--- src/conv_loop_defines.svh ---
`ifndef CONV_LOOP_DEFINES_SVH
`define CONV_LOOP_DEFINES_SVH

//////////////////////////////////////////////////
// Pixel stream
//////////////////////////////////////////////////

// Width of one pixel word
`define CL_DATA_WIDTH 16

//////////////////////////////////////////////////
// Input channel loop
//////////////////////////////////////////////////

// Input channel taps
`define CL_CH_IN 4

// Pixels taken from each tap per segment
`define CL_WIN 3

// Spacing between neighbouring input taps
`define CL_GAP 5

// Slots spent on one tap before moving on
`define CL_SEG_LEN (`CL_WIN + `CL_GAP)

//////////////////////////////////////////////////
// Output channel replay
//////////////////////////////////////////////////

// Copies of the gathered block
`define CL_CH_OUT 3

// One replay stage, never shorter than a gathered block
`define CL_REPLAY_DEPTH (`CL_CH_IN * `CL_SEG_LEN)

`endif

--- src/conv_loop_pkg.sv ---
`include "conv_loop_defines.svh"

package conv_loop_pkg;

	//////////////////////////////////////////////////
	// Stream beat
	//////////////////////////////////////////////////

	// One pixel plus its qualifier
	// Data only counts in a cycle where valid is high
	typedef struct packed {
		logic                      valid;
		logic [`CL_DATA_WIDTH-1:0] data;
	} pixel_beat_t;

	//////////////////////////////////////////////////
	// Gather phase
	//////////////////////////////////////////////////

	// Where the current slot sits inside a segment
	// EMIT for the first CL_WIN slots, SKIP for the gap after them
	typedef enum logic {
		GATHER_EMIT = 1'b0,
		GATHER_SKIP = 1'b1
	} gather_phase_e;

endpackage

--- src/pixel_delay_line.sv ---
`include "conv_loop_defines.svh"

module pixel_delay_line #(
	parameter int DEPTH = 1
) (
	input  logic                      clk,
	input  logic                      reset,
	input  conv_loop_pkg::pixel_beat_t beat_in,
	output conv_loop_pkg::pixel_beat_t beat_out
);

	// Qualifier and payload chains
	logic [DEPTH-1:0]          valid_sr;
	logic [`CL_DATA_WIDTH-1:0] data_sr [DEPTH];

	//////////////////////////////////////////////////
	// Valid chain
	//////////////////////////////////////////////////

	always_ff @(posedge clk) begin
		if (reset) begin
			valid_sr <= '0;
		end else begin
			valid_sr[0] <= beat_in.valid;
			for (int i = 1; i < DEPTH; i++) begin
				valid_sr[i] <= valid_sr[i-1];
			end
		end
	end

	//////////////////////////////////////////////////
	// Data chain
	//////////////////////////////////////////////////

	always_ff @(posedge clk) begin
		data_sr[0] <= beat_in.data;
		for (int i = 1; i < DEPTH; i++) begin
			data_sr[i] <= data_sr[i-1];
		end
	end

	// Last stage is DEPTH cycles behind the input
	assign beat_out.valid = valid_sr[DEPTH-1];
	assign beat_out.data  = data_sr[DEPTH-1];

endmodule

--- src/channel_loop_gather.sv ---
`include "conv_loop_defines.svh"

module channel_loop_gather (
	input  logic                      clk,
	input  logic                      reset,
	input  conv_loop_pkg::pixel_beat_t pixel_in,
	output conv_loop_pkg::pixel_beat_t gathered
);

	localparam int CH_W   = $clog2(`CL_CH_IN);
	localparam int SLOT_W = $clog2(`CL_SEG_LEN);

	localparam logic [CH_W-1:0]   LAST_CH   = CH_W'(`CL_CH_IN - 1);
	localparam logic [SLOT_W-1:0] LAST_SLOT = SLOT_W'(`CL_SEG_LEN - 1);
	localparam logic [SLOT_W-1:0] WIN_END   = SLOT_W'(`CL_WIN);

	conv_loop_pkg::pixel_beat_t tap [`CL_CH_IN];
	conv_loop_pkg::pixel_beat_t sel_beat;

	logic [CH_W-1:0]   ch_cnt;
	logic [SLOT_W-1:0] slot_cnt;
	logic              block_done;

	// Beat captured in the previous slot and the phase of that slot
	logic                          slot_valid;
	logic [`CL_DATA_WIDTH-1:0]     slot_data;
	conv_loop_pkg::gather_phase_e  phase;
	logic                          emit;

	//////////////////////////////////////////////////
	// Staggered channel taps
	//////////////////////////////////////////////////

	// Taps sit CL_GAP apart while the walk spends CL_SEG_LEN slots on each,
	// so slot c of channel k lands on pixel k*CL_WIN + c of the burst
	assign tap[0] = pixel_in;

	for (genvar k = 0; k < `CL_CH_IN - 1; k++) begin : g_tap
		pixel_delay_line #(
			.DEPTH(`CL_GAP)
		) tap_dl_i (
			.clk     (clk),
			.reset   (reset),
			.beat_in (tap[k]),
			.beat_out(tap[k+1])
		);
	end

	assign sel_beat = tap[ch_cnt];

	//////////////////////////////////////////////////
	// Channel and slot walk
	//////////////////////////////////////////////////

	always_ff @(posedge clk) begin
		if (reset) begin
			ch_cnt     <= '0;
			slot_cnt   <= '0;
			block_done <= 1'b0;
			slot_valid <= 1'b0;
			phase      <= conv_loop_pkg::GATHER_EMIT;
		end else if (block_done) begin
			// Whole block taken, wait for the burst to drain off tap 0
			slot_valid <= 1'b0;
			phase      <= conv_loop_pkg::GATHER_SKIP;
			if (!sel_beat.valid) begin
				block_done <= 1'b0;
				phase      <= conv_loop_pkg::GATHER_EMIT;
			end
		end else if (sel_beat.valid) begin
			slot_valid <= 1'b1;
			if (slot_cnt < WIN_END) begin
				phase <= conv_loop_pkg::GATHER_EMIT;
			end else begin
				phase <= conv_loop_pkg::GATHER_SKIP;
			end

			if (slot_cnt == LAST_SLOT) begin
				slot_cnt <= '0;
				if (ch_cnt == LAST_CH) begin
					ch_cnt     <= '0;
					block_done <= 1'b1;
				end else begin
					ch_cnt <= ch_cnt + 1'b1;
				end
			end else begin
				slot_cnt <= slot_cnt + 1'b1;
			end
		end else begin
			// Hole in the selected tap ends the block early
			ch_cnt     <= '0;
			slot_cnt   <= '0;
			slot_valid <= 1'b0;
			phase      <= conv_loop_pkg::GATHER_EMIT;
		end
	end

	// Payload follows the selected tap every slot
	always_ff @(posedge clk) begin
		slot_data <= sel_beat.data;
	end

	//////////////////////////////////////////////////
	// Output beat
	//////////////////////////////////////////////////

	// Gap slots are captured but never leave the block
	assign emit = slot_valid && (phase == conv_loop_pkg::GATHER_EMIT);

	assign gathered.valid = emit;
	assign gathered.data  = emit ? slot_data : '0;

endmodule

--- src/channel_out_replay.sv ---
`include "conv_loop_defines.svh"

module channel_out_replay (
	input  logic                              clk,
	input  logic                              reset,
	input  conv_loop_pkg::pixel_beat_t         gathered,
	output conv_loop_pkg::pixel_beat_t         pixel_out,
	output logic [$clog2(`CL_CH_OUT)-1:0]     out_channel
);

	localparam int OUT_W = $clog2(`CL_CH_OUT);

	// Stage j holds the gathered stream j replay depths back
	conv_loop_pkg::pixel_beat_t stage [`CL_CH_OUT];

	logic [OUT_W-1:0] sel_idx;
	logic             any_valid;

	//////////////////////////////////////////////////
	// Output channel chain
	//////////////////////////////////////////////////

	assign stage[0] = gathered;

	for (genvar j = 0; j < `CL_CH_OUT - 1; j++) begin : g_stage
		pixel_delay_line #(
			.DEPTH(`CL_REPLAY_DEPTH)
		) stage_dl_i (
			.clk     (clk),
			.reset   (reset),
			.beat_in (stage[j]),
			.beat_out(stage[j+1])
		);
	end

	//////////////////////////////////////////////////
	// Deepest valid stage
	//////////////////////////////////////////////////

	// Later stages overwrite earlier ones, so the deepest valid wins
	always_comb begin
		sel_idx   = '0;
		any_valid = 1'b0;
		for (int j = 0; j < `CL_CH_OUT; j++) begin
			if (stage[j].valid) begin
				sel_idx   = OUT_W'(j);
				any_valid = 1'b1;
			end
		end
	end

	// Idle output is all zero, index included
	always_comb begin
		if (any_valid) begin
			pixel_out   = stage[sel_idx];
			out_channel = sel_idx;
		end else begin
			pixel_out   = '0;
			out_channel = '0;
		end
	end

endmodule

--- src/conv_loop_top.sv ---
`include "conv_loop_defines.svh"

module conv_loop_top (
	input  logic                              clk,
	input  logic                              reset,
	input  conv_loop_pkg::pixel_beat_t         pixel_in,
	output conv_loop_pkg::pixel_beat_t         pixel_out,
	output logic [$clog2(`CL_CH_OUT)-1:0]     out_channel
);

	// Channel-ordered block between the two loops
	conv_loop_pkg::pixel_beat_t gathered;

	//////////////////////////////////////////////////
	// Input channel loop
	//////////////////////////////////////////////////

	channel_loop_gather gather_i (
		.clk     (clk),
		.reset   (reset),
		.pixel_in(pixel_in),
		.gathered(gathered)
	);

	//////////////////////////////////////////////////
	// Output channel replay
	//////////////////////////////////////////////////

	channel_out_replay replay_i (
		.clk        (clk),
		.reset      (reset),
		.gathered   (gathered),
		.pixel_out  (pixel_out),
		.out_channel(out_channel)
	);

endmodule

--- config.mk ---
export PLATFORM = sky130hd
export DESIGN_NAME = conv_loop_top
export DESIGN_NICKNAME = d
export VERILOG_FILES = /design/src/conv_loop_pkg.sv /design/src/pixel_delay_line.sv /design/src/channel_loop_gather.sv /design/src/channel_out_replay.sv /design/src/conv_loop_top.sv
export VERILOG_INCLUDE_DIRS = /design/src
export SDC_FILE = /design/constraint.sdc
export NUM_CORES = 1
export LEC_CHECK = 0
export ABC_AREA = 1
export BUFFER_PORTS_ARGS = -buffer_cell sky130_fd_sc_hd__buf_2
export CAP_MARGIN = 15
export CORE_MARGIN = 2
export CORE_UTILIZATION = 30
export CTS_BUF_LIST = sky130_fd_sc_hd__clkbuf_8
export DETAILED_ROUTE_END_ITERATION = 12
export GPL_TIMING_DRIVEN = 0
export PLACE_DENSITY = 0.55
export SLEW_MARGIN = 20
export SYNTH_ARGS = -nofsm -noshare
export SYNTH_HDL_FRONTEND = slang
export SYNTH_SLANG_ARGS = --single-unit
--- constraint.sdc ---
create_clock -name clk -period 1.57 [get_ports clk]
set_input_delay 0.157 -clock clk [delete_from_list [all_inputs] [get_ports clk]]
set_output_delay 0.157 -clock clk [all_outputs]
set_load 0.01 [all_outputs]
==> run_results.csv, run 1 <==
group,metric,value,unit
global_route,grt_pass1_wl,62.68,mm
global_route,track_usage,0.07864,
global_route,grt_max_degree,18,
pwr,p_leak,14.57,nW
clock_tree,cts_buffer_depth,3,
setup_path,cp_data_required_time,1.41,ns
sta,tightest_slew,0.6939,ns
setup_path,ff2ff_path_depth,4,
floorplanning,rows,114,
run,maxCapViolCount,0,
drt,antenna_left,0,
placed_design,io_buffers,36,
yosys,synth.avg_cell_area,16.64,um^2
sta,post-route-min-period,2.138,ns
run_status,violations,"negative setup slack",
setup_path,cpPeakStageDelay,0.37,ns
finish,final_nets,2015,
setup_path,crit_fanout,10,
placed_design,place_ws,-0.5853,ns
yosys,synth-seq-area-share,0.9417,
placed_design,hpwl,20.43,mm
yosys,synth_top_family_by_area,"simple AND/OR/NAND/NOR gates",
clock_tree,cts_tree,"done",
sta,setup_slack,-0.5678,ns
drt,drt_iter0_drc,435,
global_route,first_global_vias,12628,
setup_path,cp-start-kind,"flop",
worst_hold_path,whs_path_depth,2,
clock_tree,cts_buffers,176,
floorplanning,die_h,315.2,um
clock_tree,clockRootBuffer,"clkbuf_8",
sta,holdWs,0.07905,ns
yosys,synth_area,0.02906,mm^2
finish,area_growth,21.37,%
setup_path,path_class,"flop to output port",
sta,skew,0.02411,ns
yosys,syn-num-nets,1768,
floorplanning,start_util,0.3018,
pwr,ir_worst_vdd,0.0007899,V
finish,final_util,0.3663,
global_route,antenna_found_initial,1,
setup_path,worstPathArrival,1.98,ns
sta,fmax,467.8,MHz
clock_tree,clk_latency,0.74,ns
setup_path,cpMaxStageDelayCell,"dfxtp_4",
yosys,synth_seq_cells,1367,
finish,drive_gt1_frac,0.1842,
placed_design,gp_congestion,0.7058,
setup_path,path_cells,"inv_4, buf_8, o22ai_2, a21oi_4, buf_6",
clock_tree,h-tree-depth,4,
yosys,synth_xor_area_frac,0,
clock_tree,clk_pin_slew,0.07,ns
floorplanning,ios,38,
drt,dr_total_vias,11759,
global_route,grt-ovfl-total,0,
floorplanning,dieArea,0.09937,mm^2
sta,hold_viol,0,
pwr,p_per_area,1951,mW/mm^2
drt,drc_errors,0,
yosys,muxShareOfSynthArea,0,
drt,wl_per_cell,11.16,um
floorplanning,die_x,315.2,um
drt,first_pass_iters,4,
worst_hold_path,hold_class,"input port to flop",
sta,drv_slew,0,
yosys,synth_adder_area_share,0.001292,
floorplanning,coreArea,0.09628,mm^2
setup_path,cp-end-kind,"output port",
sta,max_slew_margin,0.5374,
sta,rsz0062_at_grt,"true",
sta,setup_viol,18,
drt,viasPerCell,3.447,
yosys,synth_cells,1746,
yosys,post_synth_num_cell_types,24,
yosys,yosysWarnings,0,
clock_tree,cts_sinks,1367,
sta,period_share,1.362,
yosys,synth-simple-area-share,0.02355,
run_status,outcome,"finished with violations",
drt,routed_wl,38.07,mm
yosys,synth-compound-area-share,0.01580,
report_power, final:
part | internal [mW] | switching [mW]
Sequential | 40.3 | 1.42
Combinational | 0.810 | 1.29
Clock | 13.1 | 12.0
Total | 54.1 | 14.7
path summary, 6_finish.rpt:
| kind | startpoint | to | slack (ns) |
|---|---|---|---|
| worst max-delay path | replay_i.g_stage[1].stage_dl_i.valid_sr[31] | pixel_out[15] | -0.57 |
| worst min-delay path | pixel_in[12] | gather_i.g_tap[0].tap_dl_i.data_sr[0][12] | 0.08 |
| worst max register to register | gather_i.ch_cnt[0] | gather_i.slot_data[9] | 0.10 |
| worst min register to register | gather_i.g_tap[0].tap_dl_i.data_sr[0][46] | gather_i.g_tap[0].tap_dl_i.data_sr[0][62] | 0.30 |
cells in the mapped netlist:
master | instances | area, um^2
a21oi_1 | 18 | 90.09
ha_1 | 3 | 37.54
nand3_4 | 2 | 35.03
a21oi_2 | 1 | 8.760
nand4_1 | 1 | 6.260
buf_6 | 1 | 11.26
clkbuf_2 | 1 | 5.000
nand3_1 | 3 | 15.01
dfxtp_1 | 1367 | 27370
nand3_2 | 1 | 10.01
nor2_2 | 2 | 12.51
nor2_1 | 120 | 450.4
inv_1 | 103 | 386.6
o21ai_0 | 32 | 160.2
inv_2 | 1 | 3.750
nand2_4 | 1 | 11.26
buf_4 | 2 | 15.01
buf_2 | 8 | 40.04
o22ai_1 | 32 | 200.2
nand2_1 | 30 | 112.6
nand2_2 | 3 | 18.77
clkbuf_1 | 11 | 41.29
inv_6 | 1 | 8.760
or2_2 | 2 | 12.51
layer usage:
layer  global-route usage  vias up  share of wire
li1                     -     5895              -
met4              0.04600        0          0.029
met1              0.09848     5551           0.48
met2               0.1187      211           0.45
met3              0.02533      102          0.046
met5                    0        -              0
cell families (layout without fill, tap and decap cells):
family          Yosys count  after routing
compound gates           83             83
fa+ha+maj                 3              3
buf+inv                 128            515
flops                  1367           1367
other cells               0              2
simple gates            165            165
state kept, by name, indices dropped and copies added, names as in the netlist:
register                              flops
gather_i.phase                            1
gather_i.g_tap.tap_dl_i.data_sr         240
gather_i.g_tap.tap_dl_i.valid_sr         15
gather_i.block_done                       1
gather_i.slot_data                       16
gather_i.slot_valid                       1
gather_i.ch_cnt                           2
gather_i.slot_cnt                         3
replay_i.g_stage.stage_dl_i.valid_sr     64
replay_i.g_stage.stage_dl_i.data_sr    1024
metrics by stage:
step / area [um^2] / cells / setup TNS [ns] / total power, mW
after floorplan: 29060 / 1746 / 0 / 42.70
after global placement: 30840 / 3058 / -7.038 / 43.80
after detailed placement: 30840 / 3058 / -6.191 / 43.99
after CTS: 35040 / 3403 / -9.877 / 69.73
after global routing: 35270 / 3411 / -10.88 / 72.07
final: 35270 / 3411 / -8.516 / 68.81
critical path: cells and delay by family, from the launching register on:
kind                   cells  cell delay, ns
flip-flops                 1            0.37
AO/OA/AOI/OAI              2            0.37
buffers and inverters      3            0.49
cell type report:
type                       instances  area (um^2)
buffer                            22        157.7
antenna                            2        5.005
inverter                         105        406.6
tap                             1276         1597
clock buffer                     213         2932
fill                            9006        61010
multi-input combinational        251         1543
timing repair buffer              70        615.6
clock inverter                   105        640.6
sequential                      1367        27370
repair_timing:
item                                   4_1_cts  5_1_grt
pin swaps                                    7       10
setup buffers                               10        4
setup endpoints to repair                   29       24
gates cloned                                 0        2
endpoints found under the hold margin      110        0
resized for setup                           88       25
hold buffers                                18        0
placed cells by master (no fill, tap or decap), drive strengths merged:
cell,n
clkinv,32
dfxtp,1367
nand4,1
dlygate4sd3,18
ha,3
clkinvlp,5
diode,2
nand2,34
bufinv,4
buf,61
nand3,6
nor2,122
clkbuf,226
o22ai,32
or2,2
a21oi,19
o21ai,32
inv,169
Note: power is estimated with default switching activity, not from simulation.
==> run 2: changes to the inputs <==
Settings changed: CAP_MARGIN 15 to default, CTS_CLUSTER_DIAMETER from default to 200, SYNTH_HIERARCHICAL from default to 1.
==> run_results.csv, run 2 <==
group,metric,value,unit
sta,period_share,1.431,
pwr,power,70.41,mW
placed_design,dp_cells,3282,
clock_tree,clk_pin_slew,0.06,ns
floorplanning,die_h,321.4,um
finish,final_cells,3664,
sta,drv_slew,0,
clock_tree,cts_tree,"done",
finish,seqCellArea,0.02738,mm^2
finish,multiInputGateArea,0.001685,mm^2
placed_design,place_ws,-0.6760,ns
drt,antenna_left,0,
yosys,synth_seq_cells,1367,
global_route,grt-ovfl-total,0,
clock_tree,cts_buffers,192,
run_status,outcome,"finished with violations",
setup_path,cp-end-kind,"output port",
drt,first_pass_iters,4,
floorplanning,coreArea,0.1000,mm^2
yosys,synth.avg_cell_area,15.53,um^2
finish,fin_area,0.03674,mm^2
clock_tree,h-tree-depth,4,
sta,hold_viol,0,
yosys,yosysWarnings,6,
yosys,async_reset_ff_frac,0,
floorplanning,die_x,321.4,um
yosys,post_synth_num_cell_types,24,
clock_tree,cts_buffer_depth,3,
yosys,ys_top_cells_by_count,"1367 x dfxtp_1, 152 x inv_1, 152 x nor2_1",
drt,routed_wl,38.63,mm
finish,top_register,"replay_i/g_stage.stage_dl_i/data_sr",
global_route,antenna_found_initial,1,
setup_path,cp_data_required_time,1.41,ns
floorplanning,dieArea,0.1033,mm^2
drt,viasPerCell,3.406,
run,maxCapViolCount,0,
sta,rsz0062_at_grt,"true",
yosys,synth_area_leaders,"dfxtp_1 91%, buf_4 2.2%, inv_1 1.9%",
finish,area_growth,21.54,%
drt,drt_iter0_drc,439,
setup_path,path_class,"flop to output port",
yosys,synth_most_common_cell,"dfxtp_1",
finish,top_regs,"replay_i/g_stage.stage_dl_i/data_sr (1024), gather_i/g_tap.tap_dl_i/data_sr (240), replay_i/g_stage.stage_dl_i/valid_sr (64)",
finish,fillers,9330,
floorplanning,start_util,0.3023,
yosys,syn-num-nets,1969,
floorplanning,ios,38,
sta,max_slew_margin,0.6108,
sta,final.setup.tns,-11.12,ns
finish,largest_reg_flops,1024,
pwr,ir_worst_vdd,0.0008376,V
global_route,grt_pass1_wl,63.77,mm
placed_design,gp_congestion,0.7105,
yosys,synth-edff-count,0,
finish,drive_gt1_frac,0.2233,
drt,drc_errors,0,
yosys,synth-seq-area-share,0.9053,
finish,final_common_cell,"dfxtp_1",
yosys,ys.flop_type,"dfxtp_1",
yosys,synth_cells,1947,
placed_design,place_area,0.03204,mm^2
clock_tree,cts_sinks,1367,
global_route,track_usage,0.07760,
sta,fmax,445.2,MHz
setup_path,worstPathArrival,2.09,ns
global_route,first_global_vias,13150,
clock_tree,clockRootBuffer,"clkbuf_8",
drt,wl_per_cell,10.54,um
sta,skew,0.02322,ns
placed_design,hpwl,21.51,mm
setup_path,crit_fanout,5,
sta,setup_slack,-0.6761,ns
yosys,synth_area,0.03023,mm^2
setup_path,cp-start-kind,"flop",
yosys,synth_area_leader_cell,"dfxtp_1",
clock_tree,clk_latency,0.78,ns
sta,post-route-min-period,2.246,ns
worst_hold_path,hold_class,"input port to flop",
yosys,synth_top_area_frac,0.9053,
drt,dr_total_vias,12480,
finish,final_nets,2242,
global_route,grt_max_degree,27,
pwr,p_per_area,1916,mW/mm^2
finish,final_cell_mix,"1362 x dfxtp_1, 236 x clkbuf_8, 193 x inv_1, 122 x nor2_1, 92 x buf_4",
sta,tightest_slew,0.5838,ns
pwr,p_leak,15.27,nW
sta,setup_viol,19,
run_status,violations,"negative setup slack",
placed_design,io_buffers,37,
floorplanning,rows,116,
[run 2: timing repair]
action	CTS	global route
hold buffers	29	0
buffers inserted	9	3
resized for setup	115	19
pin swaps	16	9
setup endpoints to repair	19	29
cloned	4	0
endpoints found under the hold margin	117	0
[run 2: metal layers]
layer / up-vias / global-route usage / share of wire
met1: 5776 / 0.09515 / 0.48
li1: 6397 / - / -
met5: - / 0 / 0
met2: 216 / 0.1175 / 0.45
met3: 91 / 0.02525 / 0.047
met4: 0 / 0.04912 / 0.028
[run 2: worst max-delay path: stages (launching register included)]
cell and delay, ns:
dfxtp_2 0.32, inv_2 0.04, nor2_4 0.11, inv_4 0.06, clkbuf_16 0.17, nor2_4 0.11
nand2_2 0.09, nand2_2 0.08, inv_2 0.05, nor2_4 0.15, buf_6 0.13
[run 2: cells by family after synthesis]
family,synth area share
simple gates,0.03738
compound gates,0.009231
fa+ha+maj,0.001242
flops,0.9053
buf+inv,0.04681
[run 2: report_power, final]
group / total (mW) / switching, mW / internal (mW)
combinational: 2.60 / 1.60 / 1.00
clock: 26.3 / 12.1 / 14.2
sequential: 41.5 / 1.20 / 40.3
[run 2: metrics by stage]
stage          hold slack, ns    util
2_1_floorplan          0.1847       -
3_3_place_gp           0.2873  0.3204
3_5_place_dp           0.2824  0.3204
4_1_cts              0.005616  0.3668
5_1_grt               0.02740  0.3674
6_report              0.07820  0.3674
[run 2: path summary, 6_finish.rpt]
| path | start | to | slack [ns] | depth (start not counted) |
|---|---|---|---|---|
| setup / recovery | gather_i/slot_valid | pixel_out[13] | -0.68 | 10 |
| hold / removal | pixel_in[11] | gather_i/g_tap[0].tap_dl_i/data_sr[0][11] | 0.08 | 2 |
| setup reg to reg | gather_i/ch_cnt[0] | gather_i/slot_data[12] | 0.17 | 4 |
| hold reg to reg | gather_i/g_tap[0].tap_dl_i/data_sr[0][34] | gather_i/g_tap[0].tap_dl_i/data_sr[0][50] | 0.31 | 0 |
[run 2: cell type report]
cell class | instances | area share
inverters | 155 | 0.01604
plain buffers | 108 | 0.02411
diodes | 1 | 0.00006811
multi-input cells | 315 | 0.04587
clock inverters | 104 | 0.01631
repair buffers | 81 | 0.02026
well taps | 1298 | 0.04420
flip-flops and latches | 1367 | 0.7451
clock buffers | 235 | 0.08803
==> run 3: changes to the inputs <==
Settings changed: CORE_UTILIZATION 30 to 62, PLACE_DENSITY 0.55 to 0.9.
==> run_results.csv, run 3 (synthesis results as in run 2) <==
group,metric,value,unit
sta,setup_slack,-0.8289,ns
finish,fin_area,0.03583,mm^2
pwr,switching_share,0.2317,
finish,fillers,2312,
global_route,grt_max_degree,27,
drt,drt_iter0_drc,705,
placed_design,place_area,0.03118,mm^2
placed_design,dp_cells,2599,
global_route,grt_pass1_wl,86.41,mm
clock_tree,cts_sinks,1367,
pwr,seqPwrFrac,0.590,
drt,antenna_left,0,
floorplanning,rows,80,
drt,wl_per_cell,18.75,um
sta,setup_viol,19,
placed_design,place_ws,-0.4714,ns
drt,dr_total_vias,13356,
pwr,ir_worst_vdd,0.001471,V
finish,final_common_cell,"dfxtp_1",
pwr,power,71.51,mW
finish,largest_reg_flops,1024,
worst_hold_path,hold_class,"input port to flop",
sta,skew,0.03235,ns
placed_design,gp_congestion,0.7294,
pwr,clkPwrFrac,0.365,
global_route,antenna_found_initial,1,
setup_path,path_cells,"inv_2, nor2_4, inv_6, clkbuf_16, nor2_4, inv_2, nand2_1, nand2_1, nor2_2, buf_2",
run,maxCapViolCount,0,
setup_path,cp-start-kind,"flop",
setup_path,crit-reg2reg-capture,"gather_i/slot_data[5]",
setup_path,ff2ff_path_depth,5,
pwr,p_per_area,1996,mW/mm^2
clock_tree,cts_buffer_depth,3,
sta,rsz0062_at_grt,"true",
sta,hold_viol,0,
sta,tightest_slew,0.5804,ns
clock_tree,clk_pin_slew,0.07,ns
finish,final_util,0.7474,
placed_design,io_buffers,37,
global_route,first_global_vias,15684,
pwr,power_switching,16.57,mW
finish,drive_gt1_frac,0.2173,
run_status,outcome,"finished with violations",
floorplanning,dieArea,0.05054,mm^2
pwr,p_leak,15.28,nW
finish,final_cell_mix,"1363 x dfxtp_1, 221 x clkbuf_8, 209 x inv_1, 123 x nor2_1, 97 x buf_4",
pwr,p_comb_frac,0.045,
setup_path,worstPathArrival,2.24,ns
drt,routed_wl,55.75,mm
sta,holdWs,0.07551,ns
setup_path,r2r_start,"gather_i/ch_cnt[0]",
sta,max_slew_margin,0.6130,
sta,final.setup.tns,-13.64,ns
setup_path,reg2reg_slack,0.06,ns
clock_tree,cts_tree,"done",
placed_design,hpwl,26.80,mm
drt,first_pass_iters,4,
sta,period_share,1.528,
pwr,intPower,54.95,mW
clock_tree,clk_latency,0.82,ns
floorplanning,die_h,224.8,um
setup_path,cpMaxStageDelayCell,"dfxtp_2",
drt,drc_errors,0,
finish,area_growth,18.54,%
setup_path,crit_fanout,6,
floorplanning,ios,38,
sta,drv_slew,0,
drt,viasPerCell,4.492,
setup_path,cp-endpoint,"pixel_out[5]",
finish,final_cells,2973,
setup_path,cp-end-kind,"output port",
floorplanning,start_util,0.6305,
setup_path,cp-startpoint,"gather_i/slot_valid",
setup_path,cpPeakStageDelay,0.34,ns
global_route,track_usage,0.2318,
global_route,grt-ovfl-total,0,
clock_tree,clockRootBuffer,"clkbuf_8",
setup_path,path_class,"flop to output port",
clock_tree,h-tree-depth,4,
floorplanning,coreArea,0.04795,mm^2
clock_tree,cts_buffers,177,
floorplanning,die_x,224.8,um
finish,top_regs,"replay_i/g_stage.stage_dl_i/data_sr (1024), gather_i/g_tap.tap_dl_i/data_sr (240), replay_i/g_stage.stage_dl_i/valid_sr (64)",
run_status,violations,"negative setup slack",
finish,top_register,"replay_i/g_stage.stage_dl_i/data_sr",
sta,post-route-min-period,2.399,ns
finish,final_nets,2240,
setup_path,cp_data_required_time,1.41,ns
sta,fmax,416.9,MHz
==> run 3: cell count changes in the layout (fill, tap and decap cells not counted), sizes merged <==
cell,previous run,this run
inv,225,238
bufinv,4,5
clkbuf,244,230
dlygate4sd3,29,34
diode,1,2
clkinv,27,5
bufbuf,1,0
buf,150,159
==> run 3: layout make-up <==
type | count | area (um^2) | area share
Antenna cell | 2 | 5.005 | 0.0001397
Clock buffer | 221 | 3042 | 0.08488
Multi-Input combinational cell | 315 | 1740 | 0.04857
Sequential cell | 1367 | 27370 | 0.7639
Tap cell | 615 | 769.5 | 0.02147
Inverter | 155 | 604.3 | 0.01687
Timing Repair Buffer | 93 | 853.3 | 0.02381
Clock inverter | 96 | 549.3 | 0.01533
Buffer | 109 | 898.4 | 0.02507
==> run 3: repair_timing <==
item / CTS / global route
pin swaps: 36 / 13
endpoints found under the hold margin: 110 / 0
gates resized for setup: 142 / 20
buffers inserted: 17 / 2
hold buffers: 34 / 0
endpoints found under the setup margin: 20 / 25
gates cloned: 3 / 0
==> run 3: worst min path at each step <==
| stage | start | endpoint | slack (ns) | cells after the start |
|---|---|---|---|---|
| 5_1_grt | pixel_in[9] | gather_i/g_tap[0].tap_dl_i/data_sr[0][9] | 0.05 | 2 |
| 2_1_floorplan | pixel_in[0] | gather_i/g_tap[0].tap_dl_i/data_sr[0][0] | 0.18 | 0 |
| 3_5_place_dp | pixel_in[7] | gather_i/g_tap[0].tap_dl_i/data_sr[0][7] | 0.29 | 1 |
| 3_3_place_gp | pixel_in[10] | gather_i/g_tap[0].tap_dl_i/data_sr[0][10] | 0.29 | 1 |
| 4_1_cts | pixel_in[9] | gather_i/g_tap[0].tap_dl_i/data_sr[0][9] | 0.02 | 2 |
| 6_report | pixel_in[9] | gather_i/g_tap[0].tap_dl_i/data_sr[0][9] | 0.08 | 2 |
==> run 3: worst max-delay path, delay by kind of cell (launching register included) <==
kind	cells	cell delay, ns
buffers and inverters	5	0.56
flip-flops	1	0.34
AND/OR/NAND/NOR	5	0.53
==> run 3: power by group through the flow <==
stage               clock network, mW  logic [mW]  registers, mW
global placement                    0        1.90           42.0
finish                           26.1        3.19           42.2
floorplan                           0        1.40           41.7
global route                     28.0        3.32           42.6
detailed placement                  0        2.11           42.6
CTS                              26.4        2.96           42.2
==> run 3: layer usage <==
layer / wire [um] / global-route usage / up-vias
met2: 30120 / 0.4228 / 345
li1: - / - / 6372
met3: 2074 / 0.06140 / 160
met1: 21120 / 0.2366 / 6479
met4: 2430 / 0.1397 / 0
met5: 0 / 0 / -
